[src/hw/tr_vote.svh]
`ifndef TR_VOTE_SVH
`define TR_VOTE_SVH

// Bitwise two-out-of-three majority
`define TR_MAJ(a, b, c) (((a) & (b)) | ((a) & (c)) | ((b) & (c)))

// Three copies down to one value, for bits and packed vectors
`define TR_VOTE3TO1(in_sig, out_sig) \
    out_sig = `TR_MAJ(in_sig[0], in_sig[1], in_sig[2])

// Three copies voted back into three copies
`define TR_VOTE3TO3(in_sig, out_sig) \
    begin \
        out_sig[0] = `TR_MAJ(in_sig[0], in_sig[1], in_sig[2]); \
        out_sig[1] = `TR_MAJ(in_sig[0], in_sig[1], in_sig[2]); \
        out_sig[2] = `TR_MAJ(in_sig[0], in_sig[1], in_sig[2]); \
    end

// Enum arrays, result cast back to the state type
`define TR_VOTE3TO1ENUM(in_sig, out_sig, enum_t) \
    out_sig = enum_t'(`TR_MAJ(in_sig[0], in_sig[1], in_sig[2]))

`define TR_VOTE3TO3ENUM(in_sig, out_sig, enum_t) \
    begin \
        out_sig[0] = enum_t'(`TR_MAJ(in_sig[0], in_sig[1], in_sig[2])); \
        out_sig[1] = enum_t'(`TR_MAJ(in_sig[0], in_sig[1], in_sig[2])); \
        out_sig[2] = enum_t'(`TR_MAJ(in_sig[0], in_sig[1], in_sig[2])); \
    end

`endif
[src/hw/tr_pkg.sv]
package tr_pkg;

    ////////////////////////////////////////////////////////////////////////////
    // Widths
    ////////////////////////////////////////////////////////////////////////////

    // Operand and result width
    localparam int unsigned DATA_W      = 16;
    // Tag id width, wraps in order
    localparam int unsigned ID_W        = 2;
    // Saturating fault counter width
    localparam int unsigned FAULT_CNT_W = 8;
    // Elements between acceptance and completion, a handful at most
    localparam int unsigned INFLIGHT_W  = 3;

    // Bits flipped in a second copy when injection is requested
    localparam logic [DATA_W-1:0] INJECT_MASK = 16'h8001;

    ////////////////////////////////////////////////////////////////////////////
    // Operation codes and payloads
    ////////////////////////////////////////////////////////////////////////////

    typedef enum logic [1:0] {
        ALU_ADD = 2'd0,
        ALU_SUB = 2'd1,
        ALU_XOR = 2'd2,
        ALU_MUL = 2'd3   // Low half of the product
    } alu_op_e;

    // Tag that travels with each copy
    typedef struct packed {
        logic [ID_W-1:0] id;
        logic            replica;  // 0 first copy, 1 second copy
        logic            inject;   // Error-inject request
    } tr_tag_t;

    typedef struct packed {
        alu_op_e           op;
        logic [DATA_W-1:0] a;
        logic [DATA_W-1:0] b;
        tr_tag_t           tag;
    } tr_req_t;

    typedef struct packed {
        logic [DATA_W-1:0] result;
        tr_tag_t           tag;
    } tr_rsp_t;

endpackage

[src/hw/tr_top.sv]
module tr_top (
    input  logic                           clk_i,
    input  logic                           rst_ni,
    input  logic                           enable_req_i,
    // Operation in, only the inject bit of the tag is used
    input  tr_pkg::tr_req_t                op_i,
    input  logic                           valid_i,
    output logic                           ready_o,
    // Checked result out
    output logic [tr_pkg::DATA_W-1:0]      result_o,
    output logic                           faulty_o,
    output logic                           valid_o,
    input  logic                           ready_i,
    output logic [tr_pkg::FAULT_CNT_W-1:0] fault_count_o
);

    tr_pkg::tr_req_t req_in;
    tr_pkg::tr_req_t rep_req;
    tr_pkg::tr_req_t alu_req;
    tr_pkg::tr_rsp_t alu_rsp;
    tr_pkg::tr_rsp_t cmp_rsp;
    logic            rep_valid;
    logic            rep_ready;
    logic            alu_valid;
    logic            alu_ready;
    logic            cmp_valid;
    logic            cmp_ready;
    logic            enable;
    logic            hold;
    logic            accepted;
    logic            done;
    logic            fault;

    // Id and replica are stamped by the replicator
    assign req_in = '{
        op:  op_i.op,
        a:   op_i.a,
        b:   op_i.b,
        tag: '{id: '0, replica: 1'b0, inject: op_i.tag.inject}
    };

    tr_ctrl u_ctrl (
        .clk_i         (clk_i),
        .rst_ni        (rst_ni),
        .enable_req_i  (enable_req_i),
        .accepted_i    (accepted),
        .done_i        (done),
        .fault_i       (fault),
        .enable_o      (enable),
        .hold_o        (hold),
        .fault_count_o (fault_count_o)
    );

    tr_replicator u_replicator (
        .clk_i      (clk_i),
        .rst_ni     (rst_ni),
        .enable_i   (enable),
        .hold_i     (hold),
        .req_i      (req_in),
        .valid_i    (valid_i),
        .ready_o    (ready_o),
        .req_o      (rep_req),
        .valid_o    (rep_valid),
        .ready_i    (rep_ready),
        .accepted_o (accepted)
    );

    tr_pipe_stage #(.payload_t(tr_pkg::tr_req_t)) u_req_stage (
        .clk_i   (clk_i),
        .rst_ni  (rst_ni),
        .data_i  (rep_req),
        .valid_i (rep_valid),
        .ready_o (rep_ready),
        .data_o  (alu_req),
        .valid_o (alu_valid),
        .ready_i (alu_ready)
    );

    tr_alu u_alu (
        .req_i (alu_req),
        .rsp_o (alu_rsp)
    );

    tr_pipe_stage #(.payload_t(tr_pkg::tr_rsp_t)) u_rsp_stage (
        .clk_i   (clk_i),
        .rst_ni  (rst_ni),
        .data_i  (alu_rsp),
        .valid_i (alu_valid),
        .ready_o (alu_ready),
        .data_o  (cmp_rsp),
        .valid_o (cmp_valid),
        .ready_i (cmp_ready)
    );

    tr_comparator u_comparator (
        .clk_i    (clk_i),
        .rst_ni   (rst_ni),
        .enable_i (enable),
        .rsp_i    (cmp_rsp),
        .valid_i  (cmp_valid),
        .ready_o  (cmp_ready),
        .result_o (result_o),
        .faulty_o (faulty_o),
        .valid_o  (valid_o),
        .ready_i  (ready_i),
        .done_o   (done),
        .fault_o  (fault)
    );

endmodule

[src/hw/tr_ctrl.sv]
module tr_ctrl (
    input  logic                           clk_i,
    input  logic                           rst_ni,
    input  logic                           enable_req_i,
    // Pulses from the replicator and comparator
    input  logic                           accepted_i,
    input  logic                           done_i,
    input  logic                           fault_i,
    output logic                           enable_o,
    output logic                           hold_o,
    output logic [tr_pkg::FAULT_CNT_W-1:0] fault_count_o
);

    logic [tr_pkg::INFLIGHT_W-1:0]  inflight_q;
    logic                           enable_q;
    logic [tr_pkg::FAULT_CNT_W-1:0] fault_cnt_q;

    // Mode change pending, stop new elements
    assign hold_o = enable_req_i != enable_q;

    // Elements between acceptance and completion
    always_ff @(posedge clk_i or negedge rst_ni) begin : inflight_ff
        if (!rst_ni) begin
            inflight_q <= '0;
        end else if (accepted_i && !done_i) begin
            inflight_q <= inflight_q + 1'b1;
        end else if (done_i && !accepted_i) begin
            inflight_q <= inflight_q - 1'b1;
        end
    end

    // Switch only on an empty pipeline
    always_ff @(posedge clk_i or negedge rst_ni) begin : enable_ff
        if (!rst_ni) begin
            enable_q <= 1'b0;
        end else if (hold_o && inflight_q == '0) begin
            enable_q <= enable_req_i;
        end
    end

    // Saturates at all ones
    always_ff @(posedge clk_i or negedge rst_ni) begin : fault_ff
        if (!rst_ni) begin
            fault_cnt_q <= '0;
        end else if (fault_i && fault_cnt_q != '1) begin
            fault_cnt_q <= fault_cnt_q + 1'b1;
        end
    end

    assign enable_o      = enable_q;
    assign fault_count_o = fault_cnt_q;

endmodule

[src/hw/tr_comparator.sv]
`include "tr_vote.svh"

module tr_comparator (
    input  logic                      clk_i,
    input  logic                      rst_ni,
    input  logic                      enable_i,
    // Upstream
    input  tr_pkg::tr_rsp_t           rsp_i,
    input  logic                      valid_i,
    output logic                      ready_o,
    // Downstream
    output logic [tr_pkg::DATA_W-1:0] result_o,
    output logic                      faulty_o,
    output logic                      valid_o,
    input  logic                      ready_i,
    // Status pulses for control
    output logic                      done_o,
    output logic                      fault_o
);

    // WAIT_FIRST: empty, next input is a first copy
    // WAIT_SECOND: first copy stored, output goes with the second copy
    // HOLD_OUT: both copies taken, downstream not ready yet
    typedef enum logic [1:0] {WAIT_FIRST, WAIT_SECOND, HOLD_OUT} state_e;

    state_e                    state_v [3];
    state_e                    state_d [3];
    state_e                    state_q [3];
    state_e                    state;
    logic [2:0]                fault_v;
    logic [2:0]                fault_d;
    logic [2:0]                fault_q;
    logic                      fault_cur;
    logic [tr_pkg::DATA_W-1:0] result_q;
    logic [tr_pkg::ID_W-1:0]   id_q;
    logic                      mismatch;

    // Second copy against the stored first copy
    assign mismatch = (rsp_i.result != result_q) || (rsp_i.tag.id != id_q);

    ////////////////////////////////////////////////////////////////////////////
    // Next state, three copies
    ////////////////////////////////////////////////////////////////////////////

    for (genvar r = 0; r < 3; r++) begin : g_next
        always_comb begin
            state_v[r] = state_q[r];
            fault_v[r] = fault_q[r];
            case (state_q[r])
                WAIT_FIRST: begin
                    // Pass-through mode never leaves this state
                    if (enable_i && valid_i) begin
                        state_v[r] = WAIT_SECOND;
                    end
                end
                WAIT_SECOND: begin
                    if (valid_i) begin
                        // Keep the verdict for a stalled output
                        fault_v[r] = mismatch;
                        state_v[r] = ready_i ? WAIT_FIRST : HOLD_OUT;
                    end
                end
                HOLD_OUT: begin
                    if (ready_i) begin
                        state_v[r] = WAIT_FIRST;
                    end
                end
                default: state_v[r] = WAIT_FIRST;
            endcase
        end
    end

    always_comb begin : next_vote
        `TR_VOTE3TO3ENUM(state_v, state_d, state_e);
        `TR_VOTE3TO3(fault_v, fault_d);
    end

    always_comb begin : cur_vote
        `TR_VOTE3TO1ENUM(state_q, state, state_e);
        `TR_VOTE3TO1(fault_q, fault_cur);
    end

    always_ff @(posedge clk_i or negedge rst_ni) begin : state_ff
        if (!rst_ni) begin
            state_q <= '{default: WAIT_FIRST};
            fault_q <= '0;
        end else begin
            state_q <= state_d;
            fault_q <= fault_d;
        end
    end

    ////////////////////////////////////////////////////////////////////////////
    // First copy storage and outputs
    ////////////////////////////////////////////////////////////////////////////

    always_ff @(posedge clk_i) begin : first_ff
        if (enable_i && valid_i && state == WAIT_FIRST) begin
            result_q <= rsp_i.result;
            id_q     <= rsp_i.tag.id;
        end
    end

    always_comb begin : outputs
        result_o = result_q;
        faulty_o = 1'b0;
        valid_o  = 1'b0;
        ready_o  = 1'b1;
        if (!enable_i) begin
            // Single copies go straight through
            result_o = rsp_i.result;
            valid_o  = valid_i;
            ready_o  = ready_i;
        end else begin
            case (state)
                WAIT_SECOND: begin
                    valid_o  = valid_i;
                    faulty_o = valid_i & mismatch;
                end
                HOLD_OUT: begin
                    // No intake until the held result leaves
                    valid_o  = 1'b1;
                    faulty_o = fault_cur;
                    ready_o  = 1'b0;
                end
                default: begin
                    // First copy absorbed silently
                    ready_o = 1'b1;
                end
            endcase
        end
    end

    assign done_o  = valid_o & ready_i;
    assign fault_o = done_o & faulty_o;

endmodule

[src/hw/tr_replicator.sv]
`include "tr_vote.svh"

module tr_replicator (
    input  logic            clk_i,
    input  logic            rst_ni,
    input  logic            enable_i,
    input  logic            hold_i,
    // Upstream
    input  tr_pkg::tr_req_t req_i,
    input  logic            valid_i,
    output logic            ready_o,
    // Downstream
    output tr_pkg::tr_req_t req_o,
    output logic            valid_o,
    input  logic            ready_i,
    output logic            accepted_o
);

    // STORE_AND_SEND: idle, first copy passes straight through
    // SEND: first copy stalled downstream, resend from the register
    // REPLICATE: second copy of the stored element
    typedef enum logic [1:0] {STORE_AND_SEND, SEND, REPLICATE} state_e;

    state_e                       state_v [3];
    state_e                       state_d [3];
    state_e                       state_q [3];
    state_e                       state;
    logic [2:0][tr_pkg::ID_W-1:0] id_v;
    logic [2:0][tr_pkg::ID_W-1:0] id_d;
    logic [2:0][tr_pkg::ID_W-1:0] id_q;
    logic [tr_pkg::ID_W-1:0]      id_cur;
    tr_pkg::tr_req_t              stamped;
    tr_pkg::tr_req_t              data_q;

    ////////////////////////////////////////////////////////////////////////////
    // Next state, three copies
    ////////////////////////////////////////////////////////////////////////////

    for (genvar r = 0; r < 3; r++) begin : g_next
        always_comb begin
            state_v[r] = state_q[r];
            id_v[r]    = id_q[r];
            case (state_q[r])
                STORE_AND_SEND: begin
                    if (valid_i && !hold_i) begin
                        // New element takes the current id
                        id_v[r] = id_q[r] + 1'b1;
                        if (!ready_i) begin
                            state_v[r] = SEND;
                        end else if (enable_i) begin
                            state_v[r] = REPLICATE;
                        end
                    end
                end
                SEND: begin
                    if (ready_i) begin
                        state_v[r] = enable_i ? REPLICATE : STORE_AND_SEND;
                    end
                end
                REPLICATE: begin
                    if (ready_i) begin
                        state_v[r] = STORE_AND_SEND;
                    end
                end
                default: state_v[r] = STORE_AND_SEND;
            endcase
        end
    end

    // Merge the copies before they are stored
    always_comb begin : next_vote
        `TR_VOTE3TO3ENUM(state_v, state_d, state_e);
        `TR_VOTE3TO3(id_v, id_d);
    end

    // Voted view of the stored copies for the outputs
    always_comb begin : cur_vote
        `TR_VOTE3TO1ENUM(state_q, state, state_e);
        `TR_VOTE3TO1(id_q, id_cur);
    end

    always_ff @(posedge clk_i or negedge rst_ni) begin : state_ff
        if (!rst_ni) begin
            state_q <= '{default: STORE_AND_SEND};
            id_q    <= '0;
        end else begin
            state_q <= state_d;
            id_q    <= id_d;
        end
    end

    ////////////////////////////////////////////////////////////////////////////
    // Payload and outputs
    ////////////////////////////////////////////////////////////////////////////

    // First copy with the id, inject only counts in redundant mode
    always_comb begin : stamp
        stamped             = req_i;
        stamped.tag.id      = id_cur;
        stamped.tag.replica = 1'b0;
        stamped.tag.inject  = req_i.tag.inject & enable_i;
    end

    // Element kept for a resend or the second copy
    always_ff @(posedge clk_i) begin : data_ff
        if (accepted_o) begin
            data_q <= stamped;
        end
    end

    always_comb begin : outputs
        req_o   = data_q;
        valid_o = 1'b1;
        ready_o = 1'b0;
        case (state)
            STORE_AND_SEND: begin
                // Control holds intake while a mode change is pending
                req_o   = stamped;
                valid_o = valid_i & ~hold_i;
                ready_o = ~hold_i;
            end
            REPLICATE: begin
                req_o.tag.replica = 1'b1;
            end
            default: begin
                req_o = data_q;
            end
        endcase
    end

    assign accepted_o = valid_i & ready_o;

endmodule

[src/hw/tr_alu.sv]
module tr_alu (
    input  tr_pkg::tr_req_t req_i,
    output tr_pkg::tr_rsp_t rsp_o
);

    logic [tr_pkg::DATA_W-1:0] result;
    logic [tr_pkg::DATA_W-1:0] product;
    logic                      flip;

    // Truncated to the low half by the target width
    assign product = req_i.a * req_i.b;

    always_comb begin : compute
        case (req_i.op)
            tr_pkg::ALU_ADD: result = req_i.a + req_i.b;
            tr_pkg::ALU_SUB: result = req_i.a - req_i.b;
            tr_pkg::ALU_XOR: result = req_i.a ^ req_i.b;
            tr_pkg::ALU_MUL: result = product;
            default:         result = '0;
        endcase
    end

    // Corrupt the second copy only, first copy stays the reference
    assign flip = req_i.tag.replica & req_i.tag.inject;

    assign rsp_o.result = flip ? (result ^ tr_pkg::INJECT_MASK) : result;
    // Tag rides along untouched
    assign rsp_o.tag    = req_i.tag;

endmodule

[src/hw/tr_pipe_stage.sv]
module tr_pipe_stage #(
    parameter type payload_t = logic
) (
    input  logic     clk_i,
    input  logic     rst_ni,
    // Upstream
    input  payload_t data_i,
    input  logic     valid_i,
    output logic     ready_o,
    // Downstream
    output payload_t data_o,
    output logic     valid_o,
    input  logic     ready_i
);

    logic     valid_q;
    payload_t data_q;

    // Free when empty or draining this cycle, so full throughput
    assign ready_o = ~valid_q | ready_i;

    always_ff @(posedge clk_i or negedge rst_ni) begin : valid_ff
        if (!rst_ni) begin
            valid_q <= 1'b0;
        end else if (ready_o) begin
            valid_q <= valid_i;
        end
    end

    // Payload only moves on an input transfer
    always_ff @(posedge clk_i) begin : data_ff
        if (valid_i && ready_o) begin
            data_q <= data_i;
        end
    end

    assign valid_o = valid_q;
    assign data_o  = data_q;

endmodule

[config.mk]
export PLATFORM = sky130hd
export DESIGN_NAME = tr_top
export DESIGN_NICKNAME = d
export VERILOG_FILES = /design/src/hw/tr_pkg.sv /design/src/hw/tr_top.sv /design/src/hw/tr_ctrl.sv /design/src/hw/tr_comparator.sv /design/src/hw/tr_replicator.sv /design/src/hw/tr_alu.sv /design/src/hw/tr_pipe_stage.sv
export VERILOG_INCLUDE_DIRS = /design/src /design/src/hw
export SDC_FILE = /design/constraint.sdc
export NUM_CORES = 1
export LEC_CHECK = 0
export BUFFER_PORTS_ARGS = -buffer_cell sky130_fd_sc_hd__buf_2
export CELL_PAD_IN_SITES_DETAIL_PLACEMENT = 0
export CELL_PAD_IN_SITES_GLOBAL_PLACEMENT = 1
export CORE_UTILIZATION = 55
export CTS_BUF_LIST = sky130_fd_sc_hd__clkbuf_8
export DETAILED_ROUTE_END_ITERATION = 16
export PLACE_DENSITY = 0.95
export SETUP_SLACK_MARGIN = 0.3
export SLEW_MARGIN = 20
export SYNTH_ARGS = -nofsm -noshare
export SYNTH_HDL_FRONTEND = slang
export SYNTH_HIERARCHICAL = 1
export SYNTH_SLANG_ARGS = --single-unit
[constraint.sdc]
create_clock -name clk_i -period 10.3 [get_ports clk_i]
set_input_delay 0 -clock clk_i [delete_from_list [all_inputs] [get_ports clk_i]]
set_output_delay 0 -clock clk_i [all_outputs]
set_load 0.005 [all_outputs]
After elaboration in Yosys (flattened, before gate mapping)
Cells that the tools add are included.
W data, S select, Z words.
{ "word_totals": {"ff_bits": 132, "latchBits": 0, "ram_bits": 0, "romBits": 0, "input_bits": 43, "output_inout_bits": 27, "wordCells": 143, "n_memories": 0} }
{ "op_classes": {"n_addsub": 6, "mul": 1, "div_mod_pow": 0, "order_cmp": 0, "n_eq_ne": 14, "shifts": 0, "n_mux": 36, "n_bitwise": 42, "n_reduce_logical": 20} }
{ "ops": {"columns": ["op", "n"], "rows": [
  ["$pmux W16 S4", 1],
  ["$mux W36", 1],
  ["$mux W16", 2],
  ["$mux W2", 12],
  ["$or A2 B2 Y2", 12],
  ["$add A16 B16 Y16", 1],
  ["$mul A16 B16 Y16", 1],
  ["$ne A16 B16 Y1", 1],
  ["$sub A16 B16 Y16", 1],
  ["$xor A16 B16 Y16", 1],
  ["$mux W1", 14],
  ["$and A1 B1 Y1", 13],
  ["$and A2 B2 Y2", 6],
  ["$eq A2 B2 Y1 const B", 6],
  ["$pmux W2 S3", 2],
  ["$logic_not A2 Y1", 5],
  ["$logic_and A1 B1 Y1", 9],
  ["$add A8 B1 Y8 const B", 1],
  ["$eq A2 B1 Y1 const B", 4],
  ["$ne A8 B8 Y1 const B", 1],
  ["$mux W3", 2],
  ["$or A1 B1 Y1", 6],
  ["$pmux W1 S2", 2],
  ["$add A3 B1 Y3 const B", 1],
  ["10 further kinds", 14]
]} }

Longest topological paths before layout
Gate-level depths: netlist of the first run.
{ "depth": {"depth_word": 14, "depth_mapped": 22, "depth_no_buf": 21} }

By module
The synthesis of the first run kept the hierarchy.
{ "by_module_without_submodules": {"columns": ["mod", "n_inst", "cells_per_inst", "area_each_um2", "seq_area_each_um2"], "rows": [
  ["tr_alu", 1, 684, 5459.0, 0.0],
  ["tr_replicator", 1, 98, 1834.3, 1211.2],
  ["tr_comparator", 1, 101, 1233.7, 615.6],
  ["tr_pipe_stage at u_req_stage", 1, 42, 1194.9, 1166.1],
  ["tr_pipe_stage at u_rsp_stage", 1, 24, 654.4, 625.6],
  ["tr_ctrl", 1, 53, 639.4, 300.3],
  ["tr_top", 1, 1, 3.8, 0.0]
]} }

Worst setup path before layout of the first run
Ideal clock, no wire load.
{ "synth_timing": {"kind": "reg2reg", "start": "register u_req_stage.data_q, in the netlist u_req_stage/data_o[10]", "end": "register u_rsp_stage.data_q, in the netlist u_rsp_stage/data_o[18] (data pin)", "setup_ns": 0.268, "t_arrival_ns": 5.358, "t_required_ns": 10.032, "path_slack_ns": 4.674, "stages_incl_launch_ff": 21, "path_buffers": 1, "period_less_slack_ns": 5.626, "path_cell_list": "edfxtp_1 -> clkbuf_1 -> and2_1 -> fa_1 -> inv_1 -> fa_1 -> fa_1 -> fa_1 -> inv_1 -> fa_1 -> inv_1 -> fa_1 -> inv_1 -> ha_1 -> and3_1 -> a311oi_1 -> o21bai_1 -> a21oi_1 -> xnor2_1 -> nor2_1 -> o22ai_1"} }
{ "synth_lines": {"columns": ["element", "line", "source"], "rows": [
  ["from (decl)", "tr_pipe_stage.sv:17", "payload_t data_q;"],
  ["from (signal assigned)", "tr_pipe_stage.sv:33", "data_q <= data_i;"],
  ["to (signal assigned)", "tr_pipe_stage.sv:33", null],
  ["to (decl)", "tr_pipe_stage.sv:17", null]
]} }

==> results.py, run 1 <==
metrics = {
    "critical_path": {
        "crit_top_cell": "fa_1",
        "crit_type": "reg2reg",
        "critPathLaunchType": "flip-flop",
        "crit_chain": "and2_1 -> fa_1 -> inv_1 -> fa_1 -> fa_1 -> fa_1 -> inv_1 -> fa_1 -> inv_1 -> fa_1 -> inv_1 -> ha_1 -> and3_1 -> a311oi_1 -> o21bai_1 -> a21oi_1 -> xnor2_1 -> nor2_1 -> o22ai_1",
        "slowest_delay_ns": 0.68,
        "crit_fanout": 14,
        "cpMaxStageDelayCell": "edfxtp_1",
        "crit_required_ns": 10.45,
        "cp.arrival_ns": 6.41,
        "critPathCaptureType": "flip-flop",
    },
    "timing": {
        "fin_crit_ns": 6.263,
        "fmax_ghz": 0.1597,
        "setup_violations": 0,
        "fin_crit_sh": 0.6081,
        "slew_headroom": 0.3245,
        "setup_tns_ns": 0,
        "slew_violations": 0,
        "finClkSkew_ns": 0.01625,
        "grt_setup_unrepaired": "false",
        "max_slew.worst_pin.slew_ns": 1.013,
        "hold_viol_final": 0,
    },
    "clocking": {
        "cts_sinks": 132,
        "cts.path.max_buffers": 2,
        "cts_buffers": 17,
        "post_cts_buffers": 0,
        "root_buffer": "clkbuf_8",
        "clk_latency_ns": 0.44,
        "ctsHoldBuffers": 39,
        "cts_resized": 0,
        "cts_tree": "done",
        "htreeDepth": 4,
        "clk_pin_slew_worst_paths_ns": 0.08,
    },
    "die": {
        "initial_core_util": 0.5621,
        "core_um2": 19460,
        "ios": 70,
        "row_count": 51,
        "die_area_um2": 20460,
        "die_h_um": 143.0,
        "die_x_um": 143.0,
    },
    "cells_and_area": {
        "multi_input_area_um2": 6424,
        "drive_above_1_share": 0.1589,
        "n_fill_cell": 1498,
        "area_delta_synth_final_pct": 11.86,
        "seq_area_um2": 3860,
        "fin_nets": 1292,
    },
    "grt": {
        "grt_antenna_before_repair": 1,
        "grt.total_usage": 0.2590,
        "grt_max_degree": 40,
        "gr-total-overflow": 0,
        "grt_pass1_vias": 7967,
        "grt_first_pass_wirelength_mm": 39.88,
    },
    "placement": {
        "dp_hpwl_mm": 16.52,
        "gp_congestion": 0.8759,
        "numPortBuffers": 66,
    },
    "synth": {
        "avgSynthCellArea_um2": 10.96,
        "synth_fp_nets": 1202,
        "synthCells": 998,
        "syn_area_um2": 10940,
        "yosys_warnings": 6,
    },
    "routing": {
        "ant_nets": 0,
        "via_count": 7471,
        "vias_per_cell": 5.465,
        "route.detailed.drc": 0,
        "routed_wl_mm": 24.38,
        "first_pass_iters": 5,
        "wire_per_inst_um": 17.84,
        "drt_iter0_drc": 478,
        "met3_length_mm": 1.338,
        "wl_met2_mm": 11.75,
        "routed.top_layer": "met4",
        "wl_met1_mm": 10.45,
    },
    "flow_run": {
        "max_cap_viol_count": 0,
    },
    "min_path": {
        "hp-class": "in2async",
    },
    "outcome": {
        "status": "complete, no violations",
    },
}
==> per-stage QoR <==
| stage | hold slack (ns) | setup slack, ns | area [um^2] | std cells | utilization |
|---|---|---|---|---|---|
| 6_report | 0.06713 | 4.037 | 12240 | 1367 | 0.6288 |
| 5_1_grt | 0.08245 | 3.753 | 12240 | 1367 | 0.6288 |
| 4_1_cts | 0.04034 | 4.044 | 12230 | 1366 | 0.6286 |
| 3_5_place_dp | -0.009990 | 4.070 | 11450 | 1295 | 0.5886 |
| 3_3_place_gp | -0.01477 | 4.167 | 11450 | 1295 | 0.5886 |
| 2_1_floorplan | -0.2956 | 4.674 | 10940 | 998 | - |
==> sequential cells by signal, summed over array words and instances, names as in the netlist, 3 cells and up, named ones only <==
register	cells
u_req_stage/data_o	38
u_replicator/data_q	37
u_rsp_stage/data_o	18
u_comparator/result_q	16
u_ctrl/fault_count_o	8
u_ctrl/inflight_q	3
==> critical path, delay by kind of cell, from the launching register on <==
| kind | cells | cell delay, ns |
|---|---|---|
| buffers and inverters | 4 | 0.22 |
| xor gates and xnor gates | 1 | 0.09 |
| DFF | 1 | 0.68 |
| and+or+nand+nor | 3 | 0.70 |
| AOI/OAI and AO/OA | 4 | 0.84 |
| adders and majority gates | 7 | 3.46 |
==> layout make-up <==
cell class,instances,area share
timing repair buffer,108,0.06073
clock buffer,17,0.01912
tap,265,0.02709
clock inverter,15,0.01268
sequential,132,0.3154
multi-input combinational,699,0.5249
inverter,130,0.03987
antenna,1,0.0002045
==> path summary, 6_finish.rpt <==
path | end | from | slack (ns) | depth (start not counted)
min in group clk_i | u_replicator/data_q[35]$_DFFE_PP_ | op_i[35] | 0.29 | 2
worst min register to register | u_rsp_stage/data_o[3]$_DFFE_PP_ | u_req_stage/data_o[3]$_DFFE_PP_ | 0.43 | 0
worst max register to register | u_rsp_stage/data_o[18]$_DFFE_PP_ | u_req_stage/data_o[10]$_DFFE_PP_ | 4.04 | 19
max in group asynchronous | u_ctrl/enable_o$_DFFE_PN0P_ | rst_ni | 9.86 | 2
worst min-delay path | u_ctrl/fault_count_o[0]$_DFFE_PN0P_ | rst_ni | 0.07 | 2
worst max-delay path | u_rsp_stage/data_o[18]$_DFFE_PP_ | u_req_stage/data_o[10]$_DFFE_PP_ | 4.04 | 19
==> per-layer routing <==
layer / up-vias / GRT usage
met5: - / 0
met4: 0 / 0.1138
met3: 62 / 0.05667
met2: 235 / 0.4213
met1: 3668 / 0.3324
li1: 3506 / -
==> cell usage in the layout (no fill, tap or decap), drive strengths merged, types with 9 or more instances in the layout <==
| cell type | n |
|---|---|
| nand2b | 11 |
| inv | 135 |
| mux2 | 60 |
| ha | 79 |
| clkbuf | 17 |
| dfrtp | 21 |
| nand3 | 11 |
| nor3 | 18 |
| nand4 | 9 |
| dlygate4sd3 | 39 |
| o21ai | 21 |
| edfxtp | 111 |
| fa | 82 |
| and2 | 71 |
| buf | 69 |
| nand2 | 92 |
| a21oi | 33 |
| xnor2 | 79 |
| xor2 | 22 |
| nor2 | 42 |
Power of run 1 is not shown: default switching activity piles up to over one toggle a cycle in this logic, so the estimate is an artifact.
==> run 2, diff against run 1 <==
--- a/config.mk
+++ b/config.mk
@@ -6,13 +6,14 @@
 export SDC_FILE = /design/constraint.sdc
 export NUM_CORES = 1
 export LEC_CHECK = 0
+export ABC_AREA = 1
 export BUFFER_PORTS_ARGS = -buffer_cell sky130_fd_sc_hd__buf_2
 export CELL_PAD_IN_SITES_DETAIL_PLACEMENT = 0
 export CELL_PAD_IN_SITES_GLOBAL_PLACEMENT = 1
-export CORE_UTILIZATION = 55
+export CORE_UTILIZATION = 48
 export CTS_BUF_LIST = sky130_fd_sc_hd__clkbuf_8
 export DETAILED_ROUTE_END_ITERATION = 16
-export PLACE_DENSITY = 0.95
+export PLACE_DENSITY = 0.93
 export SETUP_SLACK_MARGIN = 0.3
 export SLEW_MARGIN = 20
 export SYNTH_ARGS = -nofsm -noshare
==> constraint.sdc (replaced) <==
create_clock -name clk_i -period 6 [get_ports clk_i]
set_input_delay 0 -clock clk_i [delete_from_list [all_inputs] [get_ports clk_i]]
set_output_delay 0 -clock clk_i [all_outputs]
set_load 0.005 [all_outputs]
==> results.py, run 2 <==
metrics = {
    "die": {
        "initial_core_util": 0.4918,
        "die_x_um": 157.3,
        "row_count": 56,
        "die_h_um": 157.3,
        "core_um2": 23540,
        "ios": 70,
        "die_area_um2": 24740,
    },
    "routing": {
        "routed_wl_mm": 27.43,
        "first_pass_iters": 5,
        "ant_nets": 0,
        "vias_per_cell": 4.948,
        "route.detailed.drc": 0,
        "via_count": 9485,
        "wire_per_inst_um": 14.31,
        "drt_iter0_drc": 751,
    },
    "timing": {
        "fin_crit_sh": 0.9202,
        "slew_headroom": 0.4563,
        "hold_ws_ns": 0.04908,
        "slew_violations": 0,
        "fmax_ghz": 0.1811,
        "fin_crit_ns": 5.521,
        "finClkSkew_ns": 0.01574,
        "max_slew.worst_pin.slew_ns": 0.8136,
        "grt_setup_unrepaired": "true",
        "setup_tns_ns": 0,
        "setup_violations": 0,
        "hold_viol_final": 0,
    },
    "placement": {
        "numPortBuffers": 66,
        "gp_congestion": 0.9068,
        "dp_hpwl_mm": 20.73,
    },
    "grt": {
        "grt.total_usage": 0.2356,
        "grt_max_degree": 44,
        "grt_first_pass_wirelength_mm": 44.80,
        "grt_antenna_before_repair": 0,
        "grt_pass1_vias": 9217,
        "gr-total-overflow": 0,
    },
    "critical_path": {
        "crit_fanout": 4,
        "r2r-end": "u_rsp_stage/data_o[19]$_DFFE_PP_",
        "critPathCaptureType": "flip-flop",
        "reg2reg_slack_ns": 0.48,
        "critPathLaunchType": "flip-flop",
        "crit_required_ns": 6.20,
        "cp-endpoint": "u_rsp_stage/data_o[19]$_DFFE_PP_",
        "crit_type": "reg2reg",
        "reg2reg_from": "u_req_stage/data_o[10]$_DFFE_PP_",
        "worstRegToRegCells": 22,
        "startpoint": "u_req_stage/data_o[10]$_DFFE_PP_",
        "cp.arrival_ns": 5.72,
    },
    "clocking": {
        "cts.path.max_buffers": 2,
        "clk_latency_ns": 0.44,
        "clk_pin_slew_worst_paths_ns": 0.09,
        "cts_sinks": 132,
        "root_buffer": "clkbuf_8",
        "cts_tree": "done",
        "htreeDepth": 4,
        "cts_buffers": 17,
    },
    "cells_and_area": {
        "fin_nets": 1789,
        "largest_reg_flops": 38,
        "area_delta_synth_final_pct": 16.44,
        "fin_util": 0.5726,
        "n_fill_cell": 2181,
        "drive_above_1_share": 0.1421,
        "antennaDiodeCount": 0,
        "layout_common_cells": "nand2_1, inv_1, edfxtp_1",
        "final_common_cell": "nand2_1",
    },
    "synth": {
        "synthCells": 1446,
        "syn_area_um2": 11580,
        "avgSynthCellArea_um2": 8.006,
        "synth_fp_nets": 1650,
        "yosys_warnings": 6,
    },
    "min_path": {
        "hp-class": "in2async",
    },
    "flow_run": {
        "max_cap_viol_count": 0,
    },
    "outcome": {
        "status": "complete, no violations",
    },
}
[run 2: worst min path at each step]
| stage | cells after the start | from | slack, ns | to |
|---|---|---|---|---|
| CTS | 2 | rst_ni | 0.02 | u_ctrl/fault_count_o[5]$_DFFE_PN0P_ |
| floorplan | 0 | rst_ni | -0.30 | u_comparator/fault_q[0]$_DFFE_PN0P_ |
| global route | 2 | rst_ni | 0.07 | u_ctrl/fault_count_o[5]$_DFFE_PN0P_ |
| detailed placement | 1 | rst_ni | -0.01 | u_comparator/state_q[1]$_DFF_PN0_ |
| global placement | 1 | rst_ni | -0.01 | u_comparator/state_q[1]$_DFF_PN0_ |
| finish | 2 | rst_ni | 0.05 | u_ctrl/fault_count_o[5]$_DFFE_PN0P_ |
[run 2: repair_timing]
action                                 in CTS  in global routing
pin swaps                                   0                 13
hold buffers                               39                  0
setup endpoints to repair                   3                  6
setup buffers                               3                 23
endpoints found under the hold margin      99                  0
gates resized for setup                     0                 29
[run 2: cell type report]
cell class	count	area [um^2]	share of cell area
well taps	319	399.1	0.02961
clock inverters	14	161.4	0.01197
flip-flops and latches	132	3859	0.2862
clock buffers	18	247.7	0.01838
repair buffers	166	1235	0.09161
inverters	306	1149	0.08521
multi-input cells	962	6430	0.4770
[run 2: routing by layer]
layer  wire length (um)  vias to the layer above  track usage
met3               1358                       34      0.03717
met2              13370                      260       0.4020
li1                   -                     4702            -
met4                536                        0      0.06657
met5                  0                        -            0
met1              12170                     4489       0.3093
[run 2: stage by stage]
stage	worst slack (ns)	std cells	cell area (um^2)
after floorplan	0.6287	1446	11580
after CTS	0.2540	1893	13120
after global routing	0.2667	1917	13480
final	0.4787	1917	13480
after detailed placement	0.1997	1819	12300
after global placement	0.2598	1819	12300
[run 2: worst max-delay path: stages (launching register included)]
cell	delay [ns]
edfxtp_1	0.51
buf_6	0.17
ha_1	0.21
fa_1	0.54
inv_1	0.06
fa_1	0.52
inv_1	0.05
fa_1	0.47
fa_1	0.51
fa_1	0.54
inv_1	0.05
fa_1	0.53
inv_1	0.06
ha_4	0.28
nand2_1	0.06
nor2_2	0.12
nand3_1	0.11
nand3_2	0.12
nand3_1	0.10
nand3_2	0.10
nand2_1	0.07
nand2_1	0.06
nand2_1	0.04
Power of run 2 is left out for the same reason.
